### src/common/ex_config.svh
`ifndef EX_CONFIG_SVH
`define EX_CONFIG_SVH

//////////////////////////////
// Execute stage widths
//////////////////////////////

// Integer data path width
`define EX_XLEN 32

// Register file address width
// Six bits leave room for a second register bank
`define EX_RF_AW 6

`endif

### src/common/ex_pkg.sv
`include "ex_config.svh"

package ex_pkg;

  //////////////////////////////
  // Opcodes and states
  //////////////////////////////

  // ALU opcodes
  // Arithmetic and logic first, branch compares in the upper half
  typedef enum logic [3:0] {
    ALU_ADD,
    ALU_SUB,
    ALU_AND,
    ALU_OR,
    ALU_XOR,
    ALU_SLL,
    ALU_SRL,
    ALU_SRA,
    ALU_SLT,
    ALU_SLTU,
    ALU_EQ,
    ALU_NE,
    ALU_LT,
    ALU_GE,
    ALU_LTU,
    ALU_GEU
  } alu_op_e;

  // Multiplier opcodes
  typedef enum logic [1:0] {
    MUL_MUL,
    MUL_MULH,
    MUL_MULHSU,
    MUL_MULHU
  } mul_op_e;

  // High-word multiply sequence
  typedef enum logic [1:0] {
    MS_IDLE,
    MS_PARTIAL,
    MS_FINISH
  } mul_state_e;

  // Forwarding data source
  typedef enum logic [1:0] {
    SRC_NONE,
    SRC_ALU,
    SRC_MUL,
    SRC_CSR
  } ex_src_e;

  //////////////////////////////
  // Commands and write ports
  //////////////////////////////

  // operand_c carries the jump target
  typedef struct packed {
    logic                enable;
    alu_op_e             op;
    logic [`EX_XLEN-1:0] operand_a;
    logic [`EX_XLEN-1:0] operand_b;
    logic [`EX_XLEN-1:0] operand_c;
  } alu_cmd_t;

  typedef struct packed {
    logic                enable;
    mul_op_e             op;
    logic [`EX_XLEN-1:0] operand_a;
    logic [`EX_XLEN-1:0] operand_b;
  } mul_cmd_t;

  // Destination register from decode
  typedef struct packed {
    logic                 we;
    logic [`EX_RF_AW-1:0] addr;
  } rf_dest_t;

  // One register file write port
  typedef struct packed {
    logic                 we;
    logic [`EX_RF_AW-1:0] addr;
    logic [`EX_XLEN-1:0]  data;
  } rf_wr_t;

endpackage

### src/alu/ex_alu.sv
`timescale 1ns/1ps
`include "ex_config.svh"

module ex_alu (
  input  ex_pkg::alu_cmd_t    cmd_i,
  output logic [`EX_XLEN-1:0] result_o,
  output logic                cmp_result_o
);

  logic [`EX_XLEN-1:0] op_a;
  logic [`EX_XLEN-1:0] op_b;
  logic                do_sub;
  logic [`EX_XLEN-1:0] adder_b;
  logic [`EX_XLEN:0]   adder_sum;
  logic                is_eq;
  logic                is_ltu;
  logic                is_lt;
  logic [4:0]          shamt;

  assign op_a  = cmd_i.operand_a;
  assign op_b  = cmd_i.operand_b;
  assign shamt = op_b[4:0];

  //////////////////////////////
  // Shared adder
  //////////////////////////////

  // Everything except add runs through the subtractor
  assign do_sub  = (cmd_i.op != ex_pkg::ALU_ADD);
  assign adder_b = do_sub ? ~op_b : op_b;

  // Carry out of a - b means no borrow
  assign adder_sum = {1'b0, op_a} + {1'b0, adder_b} + {{`EX_XLEN{1'b0}}, do_sub};

  //////////////////////////////
  // Comparisons
  //////////////////////////////

  assign is_eq  = (op_a == op_b);
  assign is_ltu = ~adder_sum[`EX_XLEN];

  // Differing signs decide directly, otherwise the difference sign does
  assign is_lt = (op_a[`EX_XLEN-1] ^ op_b[`EX_XLEN-1]) ? op_a[`EX_XLEN-1]
                                                       : adder_sum[`EX_XLEN-1];

  always_comb begin
    case (cmd_i.op)
      ex_pkg::ALU_EQ:  cmp_result_o = is_eq;
      ex_pkg::ALU_NE:  cmp_result_o = ~is_eq;
      ex_pkg::ALU_LT:  cmp_result_o = is_lt;
      ex_pkg::ALU_GE:  cmp_result_o = ~is_lt;
      ex_pkg::ALU_LTU: cmp_result_o = is_ltu;
      ex_pkg::ALU_GEU: cmp_result_o = ~is_ltu;
      default:         cmp_result_o = 1'b0;
    endcase
  end

  //////////////////////////////
  // Result mux
  //////////////////////////////

  // Branch compares give a zero result
  always_comb begin
    case (cmd_i.op)
      ex_pkg::ALU_ADD,
      ex_pkg::ALU_SUB:  result_o = adder_sum[`EX_XLEN-1:0];
      ex_pkg::ALU_AND:  result_o = op_a & op_b;
      ex_pkg::ALU_OR:   result_o = op_a | op_b;
      ex_pkg::ALU_XOR:  result_o = op_a ^ op_b;
      ex_pkg::ALU_SLL:  result_o = op_a << shamt;
      ex_pkg::ALU_SRL:  result_o = op_a >> shamt;
      ex_pkg::ALU_SRA:  result_o = $unsigned($signed(op_a) >>> shamt);
      ex_pkg::ALU_SLT:  result_o = {{(`EX_XLEN-1){1'b0}}, is_lt};
      ex_pkg::ALU_SLTU: result_o = {{(`EX_XLEN-1){1'b0}}, is_ltu};
      default:          result_o = '0;
    endcase
  end

endmodule

### src/mult/ex_mult.sv
`timescale 1ns/1ps
`include "ex_config.svh"

module ex_mult (
  input  logic                clk,
  input  logic                rst_n,
  input  ex_pkg::mul_cmd_t    cmd_i,
  input  logic                ex_ready_i,
  output logic [`EX_XLEN-1:0] result_o,
  output logic                ready_o,
  output logic                multicycle_o
);

  ex_pkg::mul_state_e state_q;
  ex_pkg::mul_state_e state_d;

  logic                 start_high;
  logic                 sign_a;
  logic                 sign_b;
  logic [`EX_XLEN-1:0]  prod_lo;

  // Operands widened by one bit so one signed multiply covers every variant
  logic signed [32:0]   op_a_ext;
  logic signed [32:0]   op_b_ext;
  logic signed [16:0]   b_lo;
  logic signed [16:0]   b_hi;
  logic signed [49:0]   pp_lo;
  logic signed [49:0]   pp_hi;
  logic signed [65:0]   pp_hi_sh;
  logic signed [65:0]   acc_q;

  //////////////////////////////
  // Operand preparation
  //////////////////////////////

  // mul only needs the low word, available at once
  assign prod_lo = cmd_i.operand_a * cmd_i.operand_b;

  assign start_high = cmd_i.enable & (cmd_i.op != ex_pkg::MUL_MUL);

  // mulh is signed x signed, mulhsu signed x unsigned, mulhu unsigned
  assign sign_a = (cmd_i.op == ex_pkg::MUL_MULH) | (cmd_i.op == ex_pkg::MUL_MULHSU);
  assign sign_b = (cmd_i.op == ex_pkg::MUL_MULH);

  assign op_a_ext = {sign_a & cmd_i.operand_a[`EX_XLEN-1], cmd_i.operand_a};
  assign op_b_ext = {sign_b & cmd_i.operand_b[`EX_XLEN-1], cmd_i.operand_b};

  // Low half of b is unsigned, upper half keeps the sign
  assign b_lo = {1'b0, op_b_ext[15:0]};
  assign b_hi = op_b_ext[32:16];

  assign pp_lo    = op_a_ext * b_lo;
  assign pp_hi    = op_a_ext * b_hi;
  assign pp_hi_sh = 66'(pp_hi) <<< 16;

  //////////////////////////////
  // Sequence FSM
  //////////////////////////////

  always_comb begin
    state_d = state_q;
    case (state_q)
      ex_pkg::MS_IDLE: begin
        if (start_high) begin
          state_d = ex_pkg::MS_PARTIAL;
        end
      end
      ex_pkg::MS_PARTIAL: begin
        state_d = ex_pkg::MS_FINISH;
      end
      ex_pkg::MS_FINISH: begin
        // Hold the upper word until the stage moves on
        if (ex_ready_i) begin
          state_d = ex_pkg::MS_IDLE;
        end
      end
      default: begin
        state_d = ex_pkg::MS_IDLE;
      end
    endcase
  end

  always_ff @(posedge clk or negedge rst_n) begin
    if (!rst_n) begin
      state_q <= ex_pkg::MS_IDLE;
    end else begin
      state_q <= state_d;
    end
  end

  // Low partial product in idle, high one added in partial
  always_ff @(posedge clk) begin
    if ((state_q == ex_pkg::MS_IDLE) && start_high) begin
      acc_q <= pp_lo;
    end else if (state_q == ex_pkg::MS_PARTIAL) begin
      acc_q <= acc_q + pp_hi_sh;
    end
  end

  //////////////////////////////
  // Outputs
  //////////////////////////////

  assign multicycle_o = (state_q == ex_pkg::MS_FINISH);

  // Ready in idle unless a high product is starting
  assign ready_o = (state_q == ex_pkg::MS_FINISH) |
                   ((state_q == ex_pkg::MS_IDLE) & ~start_high);

  assign result_o = multicycle_o ? acc_q[63:32] : prod_lo;

endmodule

### src/design/ex_issue_ctrl.sv
`timescale 1ns/1ps

module ex_issue_ctrl (
  // Unit enables of the issued instruction
  input  logic            alu_en_i,
  input  logic            mul_en_i,
  input  logic            csr_access_i,
  input  logic            lsu_en_i,

  // Readiness of the units and of writeback
  input  logic            mult_ready_i,
  input  logic            lsu_ready_ex_i,
  input  logic            wb_ready_i,
  input  logic            branch_in_ex_i,

  output ex_pkg::ex_src_e src_sel_o,
  output logic            ex_ready_o,
  output logic            ex_valid_o
);

  logic units_ready;
  logic any_en;

  //////////////////////////////
  // Forwarding source
  //////////////////////////////

  // CSR wins over the multiplier, the multiplier over the ALU
  always_comb begin
    if (csr_access_i) begin
      src_sel_o = ex_pkg::SRC_CSR;
    end else if (mul_en_i) begin
      src_sel_o = ex_pkg::SRC_MUL;
    end else if (alu_en_i) begin
      src_sel_o = ex_pkg::SRC_ALU;
    end else begin
      src_sel_o = ex_pkg::SRC_NONE;
    end
  end

  //////////////////////////////
  // Stage ready and valid
  //////////////////////////////

  // Everything downstream can take a result this cycle
  assign units_ready = mult_ready_i & lsu_ready_ex_i & wb_ready_i;

  // Some unit has work for writeback
  assign any_en = alu_en_i | mul_en_i | csr_access_i | lsu_en_i;

  // A branch resolves here and never needs writeback,
  // so it releases the stage even under back-pressure
  assign ex_ready_o = units_ready | branch_in_ex_i;

  // Valid goes right and ready goes left, valid ignores the branch
  assign ex_valid_o = any_en & units_ready;

endmodule

### src/design/ex_write_ports.sv
`timescale 1ns/1ps
`include "ex_config.svh"

module ex_write_ports (
  input  logic                clk,
  input  logic                rst_n,

  // Forwarding data sources
  input  ex_pkg::ex_src_e     src_sel_i,
  input  logic [`EX_XLEN-1:0] alu_result_i,
  input  logic [`EX_XLEN-1:0] mul_result_i,
  input  logic [`EX_XLEN-1:0] csr_rdata_i,

  // Destinations from decode
  input  ex_pkg::rf_dest_t    alu_dest_i,
  input  ex_pkg::rf_dest_t    wb_dest_i,

  // Load data and stage control
  input  logic [`EX_XLEN-1:0] lsu_rdata_i,
  input  logic                lsu_err_i,
  input  logic                ex_valid_i,
  input  logic                wb_ready_i,

  output ex_pkg::rf_wr_t      fw_wr_o,
  output ex_pkg::rf_wr_t      wb_wr_o
);

  logic                 wb_we_q;
  logic [`EX_RF_AW-1:0] wb_addr_q;
  logic                 wb_we_next;
  logic [`EX_XLEN-1:0]  fw_data;

  //////////////////////////////
  // Forwarding port
  //////////////////////////////

  always_comb begin
    case (src_sel_i)
      ex_pkg::SRC_ALU: fw_data = alu_result_i;
      ex_pkg::SRC_MUL: fw_data = mul_result_i;
      ex_pkg::SRC_CSR: fw_data = csr_rdata_i;
      default:         fw_data = '0;
    endcase
  end

  // Same cycle write, enable straight from decode
  assign fw_wr_o.we   = alu_dest_i.we;
  assign fw_wr_o.addr = alu_dest_i.addr;
  assign fw_wr_o.data = fw_data;

  //////////////////////////////
  // EX/WB pipeline register
  //////////////////////////////

  // A faulting load never reaches the register file
  assign wb_we_next = wb_dest_i.we & ~lsu_err_i;

  always_ff @(posedge clk or negedge rst_n) begin
    if (!rst_n) begin
      wb_we_q <= 1'b0;
    end else if (ex_valid_i) begin
      wb_we_q <= wb_we_next;
    end else if (wb_ready_i) begin
      // Writeback drained with nothing new behind it
      wb_we_q <= 1'b0;
    end
  end

  // Address only moves with a real write
  always_ff @(posedge clk) begin
    if (ex_valid_i && wb_we_next) begin
      wb_addr_q <= wb_dest_i.addr;
    end
  end

  // Load data arrives during writeback, so it is not registered here
  assign wb_wr_o.we   = wb_we_q;
  assign wb_wr_o.addr = wb_addr_q;
  assign wb_wr_o.data = lsu_rdata_i;

endmodule

### src/design/ex_stage_top.sv
`timescale 1ns/1ps
`include "ex_config.svh"

module ex_stage_top (
  input  logic                clk,
  input  logic                rst_n,

  // Issued instruction
  input  ex_pkg::alu_cmd_t    alu_cmd_i,
  input  ex_pkg::mul_cmd_t    mul_cmd_i,
  input  logic                csr_access_i,
  input  logic [`EX_XLEN-1:0] csr_rdata_i,

  // Load/store unit
  input  logic                lsu_en_i,
  input  logic [`EX_XLEN-1:0] lsu_rdata_i,
  input  logic                lsu_ready_ex_i,
  input  logic                lsu_err_i,

  // Decode side control
  input  logic                branch_in_ex_i,
  input  ex_pkg::rf_dest_t    alu_dest_i,
  input  ex_pkg::rf_dest_t    wb_dest_i,
  input  logic                wb_ready_i,

  // Register file ports
  output ex_pkg::rf_wr_t      fw_wr_o,
  output ex_pkg::rf_wr_t      wb_wr_o,

  // Towards fetch
  output logic [`EX_XLEN-1:0] jump_target_o,
  output logic                branch_decision_o,

  output logic                mult_multicycle_o,
  output logic                ex_ready_o,
  output logic                ex_valid_o
);

  ex_pkg::ex_src_e     src_sel;
  logic [`EX_XLEN-1:0] alu_result;
  logic [`EX_XLEN-1:0] mul_result;
  logic                mult_ready;

  // Jump target comes straight from decode
  assign jump_target_o = alu_cmd_i.operand_c;

  //////////////////////////////
  // Issue control
  //////////////////////////////

  ex_issue_ctrl i_issue_ctrl (
    .alu_en_i       (alu_cmd_i.enable),
    .mul_en_i       (mul_cmd_i.enable),
    .csr_access_i   (csr_access_i),
    .lsu_en_i       (lsu_en_i),
    .mult_ready_i   (mult_ready),
    .lsu_ready_ex_i (lsu_ready_ex_i),
    .wb_ready_i     (wb_ready_i),
    .branch_in_ex_i (branch_in_ex_i),
    .src_sel_o      (src_sel),
    .ex_ready_o     (ex_ready_o),
    .ex_valid_o     (ex_valid_o)
  );

  //////////////////////////////
  // Processing units
  //////////////////////////////

  ex_alu i_alu (
    .cmd_i        (alu_cmd_i),
    .result_o     (alu_result),
    .cmp_result_o (branch_decision_o)
  );

  ex_mult i_mult (
    .clk          (clk),
    .rst_n        (rst_n),
    .cmd_i        (mul_cmd_i),
    .ex_ready_i   (ex_ready_o),
    .result_o     (mul_result),
    .ready_o      (mult_ready),
    .multicycle_o (mult_multicycle_o)
  );

  //////////////////////////////
  // Write ports
  //////////////////////////////

  ex_write_ports i_write_ports (
    .clk          (clk),
    .rst_n        (rst_n),
    .src_sel_i    (src_sel),
    .alu_result_i (alu_result),
    .mul_result_i (mul_result),
    .csr_rdata_i  (csr_rdata_i),
    .alu_dest_i   (alu_dest_i),
    .wb_dest_i    (wb_dest_i),
    .lsu_rdata_i  (lsu_rdata_i),
    .lsu_err_i    (lsu_err_i),
    .ex_valid_i   (ex_valid_o),
    .wb_ready_i   (wb_ready_i),
    .fw_wr_o      (fw_wr_o),
    .wb_wr_o      (wb_wr_o)
  );

endmodule

### config.mk
export PLATFORM = sky130hd
export DESIGN_NAME = ex_stage_top
export DESIGN_NICKNAME = d
export VERILOG_FILES = /design/src/common/ex_pkg.sv /design/src/alu/ex_alu.sv /design/src/mult/ex_mult.sv /design/src/design/ex_issue_ctrl.sv /design/src/design/ex_write_ports.sv /design/src/design/ex_stage_top.sv
export VERILOG_INCLUDE_DIRS = /design/src /design/src/common
export SDC_FILE = /design/constraint.sdc
export NUM_CORES = 2
export LEC_CHECK = 0
export ABC_AREA = 1
export BUFFER_PORTS_ARGS = -buffer_cell sky130_fd_sc_hd__buf_2
export CAP_MARGIN = 20
export CORE_ASPECT_RATIO = 0.7
export CORE_MARGIN = 2
export CORE_UTILIZATION = 55
export CTS_CLUSTER_DIAMETER = 200
export DETAILED_ROUTE_END_ITERATION = 6
export MAX_ROUTING_LAYER = met4
export PLACE_DENSITY = 0.79
export RECOVER_POWER = 25
export SYNTH_ARGS = -nofsm -noshare
export SYNTH_HDL_FRONTEND = slang
export SYNTH_SLANG_ARGS = --single-unit
### constraint.sdc
create_clock -name clk -period 8.7 [get_ports clk]
set_input_delay 0.435 -clock clk [delete_from_list [all_inputs] [get_ports clk]]
set_output_delay 0.435 -clock clk [all_outputs]
set_load 0.05 [all_outputs]
Yosys cells after proc, flatten, opt, wreduce, memory -nomap -nowiden
Cells that the tools add are included.
{"block": "totals", "inputBits": 254, "register_bits": 75, "output_inout_bits": 114, "wordCells": 88}
{"block": "op_classes", "eq_ne": 25, "mul": 3, "mux": 16, "n_addsub": 3, "n_shift": 3, "n_reduce_logical": 10, "n_bitwise": 24}
{"operator": "one-hot mux 32 bit (9 select lines)", "count": 1}
{"operator": "two-way mux 66 bit", "count": 2}
{"operator": "multiplier 33 x 17 -> 50 bit", "count": 2}
{"operator": "one-hot mux 32 bit (3 select lines)", "count": 1}
{"operator": "adder 66 bit", "count": 1}
{"operator": "two-way mux 32 bit", "count": 2}
{"operator": "adder 32 x 32 -> 33 bit", "count": 1}
{"operator": "adder 33 x 1 -> 33 bit", "count": 1}
{"operator": "bitwise AND 32 bit", "count": 1}
{"operator": "== test 32 bit", "count": 1}
{"operator": "== test 4 bit (second input constant)", "count": 8}
{"operator": "multiplier 32 x 32 -> 32 bit", "count": 1}
{"operator": "NOT 32 bit", "count": 1}
{"operator": "OR 32 bit", "count": 1}
{"operator": "<< shifter 32 x 5 -> 32 bit", "count": 1}
{"operator": ">> shifter 32 x 5 -> 32 bit", "count": 1}
{"operator": ">>> shifter 32 x 5 -> 32 bit", "count": 1}
{"operator": "XOR 32 bit", "count": 1}
{"operator": "== test 4 x 3 -> 1 bit (second input constant)", "count": 4}
{"operator": "bitwise AND 1 bit", "count": 8}
{"operator": "== test 2 bit (second input constant)", "count": 4}
{"operator": "== test 4 x 2 -> 1 bit (second input constant)", "count": 2}
{"operator": "two-way mux 2 bit", "count": 4}
{"operator": "== test 2 x 1 -> 1 bit (second input constant)", "count": 3}
{"operator": "16 further kinds", "count": 31}

Logic depth before layout (Yosys ltp)
{"block": "depth", "word_depth": 10, "mapped_depth": 43, "mapped_depth_nobuf": 42}

By module
Synthesis repeated with hierarchy kept, for this count alone.
{"block": "unflattened", "cells_unflattened": 8998, "area_unflattened_um2": 65455.3}
{"module": "ex_mult", "n_inst": 1, "seq_area_each_um2": 1491.4, "cells_each": 7343, "area_per_inst_um2": 56196.4}
{"module": "ex_alu", "n_inst": 1, "seq_area_each_um2": 0.0, "cells_each": 1412, "area_per_inst_um2": 7579.8}
{"module": "ex_write_ports", "n_inst": 1, "seq_area_each_um2": 205.2, "cells_each": 202, "area_per_inst_um2": 1387.6}
{"module": "ex_stage_top", "n_inst": 1, "seq_area_each_um2": 0.0, "cells_each": 32, "area_per_inst_um2": 240.2}
{"module": "ex_issue_ctrl", "n_inst": 1, "seq_area_each_um2": 0.0, "cells_each": 9, "area_per_inst_um2": 51.3}

Worst setup path after synthesis
No wires, ideal clock.
{"block": "synth_path", "path_type": "input to register", "start": "input port mul_cmd_i[64] (netlist name)", "end": "register i_mult.acc_q[58], data pin", "setup_slack_ps": 1217, "t_arrival_ps": 7228, "cell_stages": 35, "required_time_ps": 8445, "setup_time_ps": 255, "path_buffers": 1, "path_cell_list": "inv_1 ha_1 nand2_4 inv_1 clkbuf_1 nand2_1 inv_1 fa_1 inv_1 fa_1 fa_1 inv_1 fa_1 inv_1 fa_1 inv_1 fa_1 ha_1 nand2_1 nor2_1 inv_1 nor4_1 o21ai_0 nand3_1 xor2_1 ha_1 nand2_1 inv_1 a21oi_1 o21ai_0 a31oi_1 o211ai_1 or2_2 nand3_1 nand2_1"}
{"block": "synth_via", "elab_chain_len": 7, "word_cells_on_any_way": 13, "cone_classes": "add/sub (1); mul (2); eq/ne (2); mux (2); bitwise (4); reduce/logical (2)"}
{"element": "start: declaration", "line_no": "ex_stage_top.sv:10", "text": "input ex_pkg::mul_cmd_t mul_cmd_i,"}
{"element": "== test 2 x 1 -> 1 bit or == test 2 bit (tied branches)", "line_no": "ex_mult.sv:42, ex_mult.sv:43"}
{"element": "OR 1 bit", "line_no": "ex_mult.sv:42", "text": "assign sign_a = (cmd_i.op == ex_pkg::MUL_MULH) | (cmd_i.op == ex_pkg::MUL_MULHSU);"}
{"element": "bitwise AND 1 bit", "line_no": "ex_mult.sv:45", "text": "assign op_a_ext = {sign_a & cmd_i.operand_a[`EX_XLEN-1], cmd_i.operand_a};"}
{"element": "multiplier 33 x 17 -> 50 bit", "line_no": "ex_mult.sv:53", "text": "assign pp_hi = op_a_ext * b_hi;"}
{"element": "adder 66 bit", "line_no": "ex_mult.sv:96", "text": "acc_q <= acc_q + pp_hi_sh;"}
{"element": "two-way mux 66 bit", "line_no": "ex_mult.sv:95", "text": "end else if (state_q == ex_pkg::MS_PARTIAL) begin"}
{"element": "two-way mux 66 bit *", "line_no": "ex_mult.sv:93", "text": "if ((state_q == ex_pkg::MS_IDLE) && start_high) begin"}
{"element": "end signal: assignment", "line_no": "ex_mult.sv:94", "text": "acc_q <= pp_lo;"}
{"element": "end signal: assignment", "line_no": "ex_mult.sv:96"}
{"element": "end: declaration", "line_no": "ex_mult.sv:30", "text": "logic signed [65:0] acc_q;"}
Mark *: on every way between the ends. The rest lies on a longest branch, timed or not. The select of a mux whose other input is x is not followed.
A chain may end at the register's enable or synchronous reset.

==> run_summary.xml <==
<?xml version="1.0" encoding="UTF-8"?>
<metrics>
  <group name="outcome">
    <metric name="outcome" unit="">complete, but fails checks</metric>
    <metric name="failing_checks" unit="">DRC</metric>
  </group>
  <group name="floorplan">
    <metric name="initial_utilization" unit="%">55.6</metric>
    <metric name="floorplan.die.height" unit="um">292</metric>
    <metric name="core_area" unit="um^2">118000</metric>
    <metric name="fp.dieArea" unit="um^2">122000</metric>
    <metric name="io_pins" unit="">368</metric>
    <metric name="placement_rows" unit="">105</metric>
    <metric name="die_width" unit="um">416</metric>
  </group>
  <group name="cts">
    <metric name="clock_tree.buffer_depth" unit="">2</metric>
    <metric name="ctsRootBufferMaster" unit="">sky130_fd_sc_hd__clkbuf_16</metric>
    <metric name="insertion_delay_of_the_later_clocked_pin_in_the_worst_skew_pair" unit="ns">0.36</metric>
    <metric name="cts_made_buffers" unit="">9</metric>
    <metric name="clock_sinks" unit="">57</metric>
    <metric name="htree_levels" unit="">3</metric>
    <metric name="tritoncts" unit="">done</metric>
    <metric name="post_cts.repair.setup_buffers" unit="">0</metric>
    <metric name="clk_transition_reported_paths" unit="ns">0.05</metric>
  </group>
  <group name="detailed_routing">
    <metric name="met1Wirelength" unit="um">115000</metric>
    <metric name="postRouteAntennaNets" unit="">0</metric>
    <metric name="num_vias" unit="">62600</metric>
    <metric name="routed.top_layer" unit="">met4</metric>
    <metric name="firstDrtPassIters" unit="">7</metric>
    <metric name="drt-wirelength-per-cell" unit="um">26.2</metric>
    <metric name="drt_iter0_markers" unit="">8724</metric>
    <metric name="detailroute.wirelength.met2" unit="um">103000</metric>
    <metric name="drcViolationCount" unit="">1</metric>
    <metric name="routed_wirelength" unit="um">283000</metric>
    <metric name="wl_met3" unit="um">55800</metric>
    <metric name="vias_per_instance" unit="">5.79</metric>
  </group>
  <group name="worst_setup_path">
    <metric name="start_kind" unit="">primary input</metric>
    <metric name="setup.worst_path.end_class" unit="">primary output</metric>
    <metric name="classification_of_the_worst_setup_path" unit="">primary input to primary output</metric>
    <metric name="reg2reg_from" unit="">i_mult.acc_q[16]$_DFFE_PP_</metric>
    <metric name="worst-endpoint-arrival" unit="ns">8.21</metric>
    <metric name="critical_path.max_fanout" unit="">20</metric>
    <metric name="worst_setup_sp" unit="">mul_cmd_i[35]</metric>
    <metric name="timing.critical_path.required" unit="ns">8.27</metric>
  </group>
  <group name="synthesis">
    <metric name="synthArstFlopShare" unit="%">5.26</metric>
    <metric name="post_synth_main_area_contributors" unit="">sky130_fd_sc_hd__fa_1 41%, sky130_fd_sc_hd__inv_1 15%, sky130_fd_sc_hd__nand2_1 13%</metric>
    <metric name="netlist_instances" unit="">9053</metric>
    <metric name="synth.cell_area" unit="um^2">65400</metric>
    <metric name="yosysTopAreaCell" unit="">sky130_fd_sc_hd__fa_1</metric>
    <metric name="synth_top_area_share" unit="%">41.1</metric>
    <metric name="yosysWarnings" unit="">0</metric>
    <metric name="synth_nets" unit="">11100</metric>
    <metric name="synth_area_per_cell" unit="um^2">7.22</metric>
    <metric name="dominantRegCellSynth" unit="">sky130_fd_sc_hd__edfxtp_1</metric>
    <metric name="yosys_register_bits" unit="">57</metric>
    <metric name="yosysSeqAreaShare" unit="%">2.60</metric>
    <metric name="synth_cell_types" unit="">70</metric>
    <metric name="synth_edf_count" unit="">54</metric>
  </group>
  <group name="timing">
    <metric name="worst_clock_skew" unit="ns">0.0154</metric>
    <metric name="grt_setup_unrepaired" unit="">false</metric>
    <metric name="fin_crit_sh" unit="%">99.4</metric>
    <metric name="slew_headroom" unit="%">5.91</metric>
    <metric name="final.min_clock_period" unit="ns">8.65</metric>
    <metric name="finalWorstSetupSlack" unit="ns">0.0504</metric>
    <metric name="report.final.setup_viol" unit="">0</metric>
    <metric name="setup_tns" unit="ns">0</metric>
    <metric name="maxSlewViolCount" unit="">0</metric>
    <metric name="tightest_slew" unit="ns">1.41</metric>
    <metric name="final-hold-violation-count" unit="">0</metric>
    <metric name="fin_hold_ws" unit="ns">0.261</metric>
    <metric name="max_freq" unit="MHz">116</metric>
  </group>
  <group name="grt">
    <metric name="antenna_found_initial" unit="">21</metric>
    <metric name="globalRouteTotalUtil" unit="%">47.9</metric>
    <metric name="remaining_overflow_grt" unit="">0</metric>
    <metric name="grt_pass1_vias" unit="">62100</metric>
    <metric name="grt_first_pass_wirelength" unit="um">411000</metric>
    <metric name="grt_max_degree" unit="">64</metric>
  </group>
  <group name="placed_design">
    <metric name="detailedPlacementHpwl" unit="um">244000</metric>
    <metric name="final_weighted_congestion_in_routability_driven_placement" unit="">1.15</metric>
    <metric name="port_buffers" unit="">225</metric>
    <metric name="place_ws" unit="ns">-0.0866</metric>
    <metric name="postPlaceCellArea" unit="um^2">69400</metric>
  </group>
  <group name="final_layout">
    <metric name="area_delta_synth_final" unit="%">6.92</metric>
    <metric name="nNetsFinal" unit="">11300</metric>
    <metric name="postLayoutCellArea" unit="um^2">69900</metric>
    <metric name="layout-drive-gt1-share" unit="%">7.46</metric>
  </group>
  <group name="flow_run">
    <metric name="drv_cap" unit="">0</metric>
  </group>
  <group name="hold_path">
    <metric name="hold_path.class" unit="">primary input to flip-flop</metric>
    <metric name="hold_path_startpoint" unit="">wb_dest_i[3]</metric>
  </group>
</metrics>
-- critical path, cell delays in order --
cell,delay [ns]
sky130_fd_sc_hd__buf_2,0.45
sky130_fd_sc_hd__buf_4,0.49
sky130_fd_sc_hd__nand2_1,0.21
sky130_fd_sc_hd__fa_1,0.55
sky130_fd_sc_hd__fa_1,0.63
sky130_fd_sc_hd__inv_1,0.11
sky130_fd_sc_hd__fa_1,0.51
sky130_fd_sc_hd__ha_1,0.15
sky130_fd_sc_hd__inv_1,0.05
sky130_fd_sc_hd__fa_1,0.50
sky130_fd_sc_hd__inv_1,0.06
sky130_fd_sc_hd__fa_1,0.53
sky130_fd_sc_hd__fa_1,0.52
sky130_fd_sc_hd__inv_1,0.05
sky130_fd_sc_hd__fa_1,0.48
sky130_fd_sc_hd__inv_1,0.04
sky130_fd_sc_hd__ha_1,0.32
sky130_fd_sc_hd__a21oi_1,0.25
sky130_fd_sc_hd__o21ai_0,0.14
sky130_fd_sc_hd__a211oi_2,0.25
sky130_fd_sc_hd__nand3_2,0.19
sky130_fd_sc_hd__a21oi_2,0.26
sky130_fd_sc_hd__nand3_1,0.12
sky130_fd_sc_hd__nand3_1,0.23
sky130_fd_sc_hd__nand2_1,0.14
sky130_fd_sc_hd__nand2_1,0.21
sky130_fd_sc_hd__buf_2,0.31
-- metrics by stage --
stage          utilization (%)  std cells
2_1_floorplan                -       9053
3_3_place_gp              59.0      10800
3_5_place_dp              59.0      10800
4_1_cts                   59.3      10800
5_1_grt                   59.4      10800
6_report                  59.4      10800
-- registers in the layout, indices dropped and copies added, names as in the netlist --
name,count
i_write_ports.wb_we_q,1
i_mult.state_q,2
i_mult.acc_q,48
i_write_ports.wb_addr_q,6
-- worst paths after layout --
check,end,slack (ns),depth (start not counted)
worst max-delay path,fw_wr_o[31],0.05,27
worst min-delay path,i_write_ports.wb_addr_q[3]$_DFFE_PP_,0.26,1
worst max register to register,i_mult.acc_q[62]$_DFFE_PP_,5.29,19
worst min register to register,i_write_ports.wb_we_q$_DFFE_PN0P_,0.54,2
max in group asynchronous,i_mult.state_q[1]$_DFFE_PN0P_,8.10,2
min in group asynchronous,i_write_ports.wb_we_q$_DFFE_PN0P_,0.43,2
-- per-layer routing --
metal	up-vias	global-route usage [%]
met5	-	-
met4	0	11.5
li1	26800	-
met2	4632	59.2
met1	30500	66.7
met3	602	26.4
-- synthesized netlist by cell type (7+ instances only) --
cell type	count
sky130_fd_sc_hd__a211oi_1	16
sky130_fd_sc_hd__a21o_1	31
sky130_fd_sc_hd__a21oi_1	338
sky130_fd_sc_hd__a221oi_1	15
sky130_fd_sc_hd__a22oi_1	16
sky130_fd_sc_hd__a2bb2oi_1	10
sky130_fd_sc_hd__a31o_2	7
sky130_fd_sc_hd__a31oi_1	38
sky130_fd_sc_hd__buf_1	13
sky130_fd_sc_hd__buf_2	57
sky130_fd_sc_hd__buf_4	77
sky130_fd_sc_hd__clkbuf_1	277
sky130_fd_sc_hd__edfxtp_1	54
sky130_fd_sc_hd__fa_1	1343
sky130_fd_sc_hd__ha_1	496
sky130_fd_sc_hd__inv_1	2560
sky130_fd_sc_hd__mux2i_1	8
sky130_fd_sc_hd__nand2_1	2212
sky130_fd_sc_hd__nand3_1	222
sky130_fd_sc_hd__nand3b_1	14
sky130_fd_sc_hd__nand4_1	46
sky130_fd_sc_hd__nor2_1	448
sky130_fd_sc_hd__nor3_1	47
sky130_fd_sc_hd__nor4_1	21
sky130_fd_sc_hd__o211ai_1	24
sky130_fd_sc_hd__o21a_1	28
sky130_fd_sc_hd__o21ai_0	280
sky130_fd_sc_hd__o21ai_1	83
sky130_fd_sc_hd__o21bai_1	25
sky130_fd_sc_hd__o22ai_1	8
sky130_fd_sc_hd__or2_2	26
sky130_fd_sc_hd__xnor2_1	37
sky130_fd_sc_hd__xor2_1	83
-- what timing repair did --
action,in CTS,in global routing
hold endpoints to repair,3,0
endpoints found under the setup margin,1,16
resized for setup,2,26
hold buffers,1,0
-- placed cells by master (no fill, tap or decap), drive strengths merged, types with 4 or more instances in the layout --
cell type | Yosys | final
nor2 | 453 | 453
clkinv | 3 | 5
diode | 0 | 21
a21oi | 342 | 342
o21a | 28 | 28
a31oi | 39 | 39
inv | 2565 | 2566
nand3b | 14 | 14
o211ai | 24 | 24
nor3 | 48 | 48
ha | 496 | 496
nand3 | 223 | 223
xnor2 | 37 | 37
mux2i | 8 | 8
nand2 | 2217 | 2217
a21o | 31 | 31
o21bai | 27 | 27
o21ai | 366 | 366
or2 | 33 | 33
nand4 | 46 | 46
edfxtp | 54 | 54
o2111ai | 6 | 6
a211oi | 16 | 16
a31o | 7 | 7
buf | 153 | 582
fa | 1343 | 1343
o31ai | 7 | 7
a22oi | 16 | 16
clkbuf | 278 | 32
o22ai | 8 | 8
xor2 | 83 | 83
and3 | 4 | 4
a2bb2oi | 10 | 10
a21boi | 6 | 6
a221oi | 15 | 15
nor4 | 23 | 23
-- area by class of cell --
type	count	area, um^2
antenna	21	52.6
clock buffer	13	270
clock inverter	3	15.0
fill	10500	47700
inverter	2568	9640
multi-input combinational	5997	52000
sequential	57	1700
tap	1551	1940
timing repair buffer	602	4230
-- cells by family after synthesis --
group,Yosys count,synth area share (%)
DFF,57,2.60
AOI/OAI and AO/OA,966,8.50
adders and majority gates,1839,50.6
and+or+nand+nor,3064,18.7
muxes,8,0.123
xor gates and xnor gates,120,1.61
buffers and inverters,2999,17.8
Power is not shown: default switching activity piles up to over one toggle a cycle in this logic, so the estimate is an artifact.
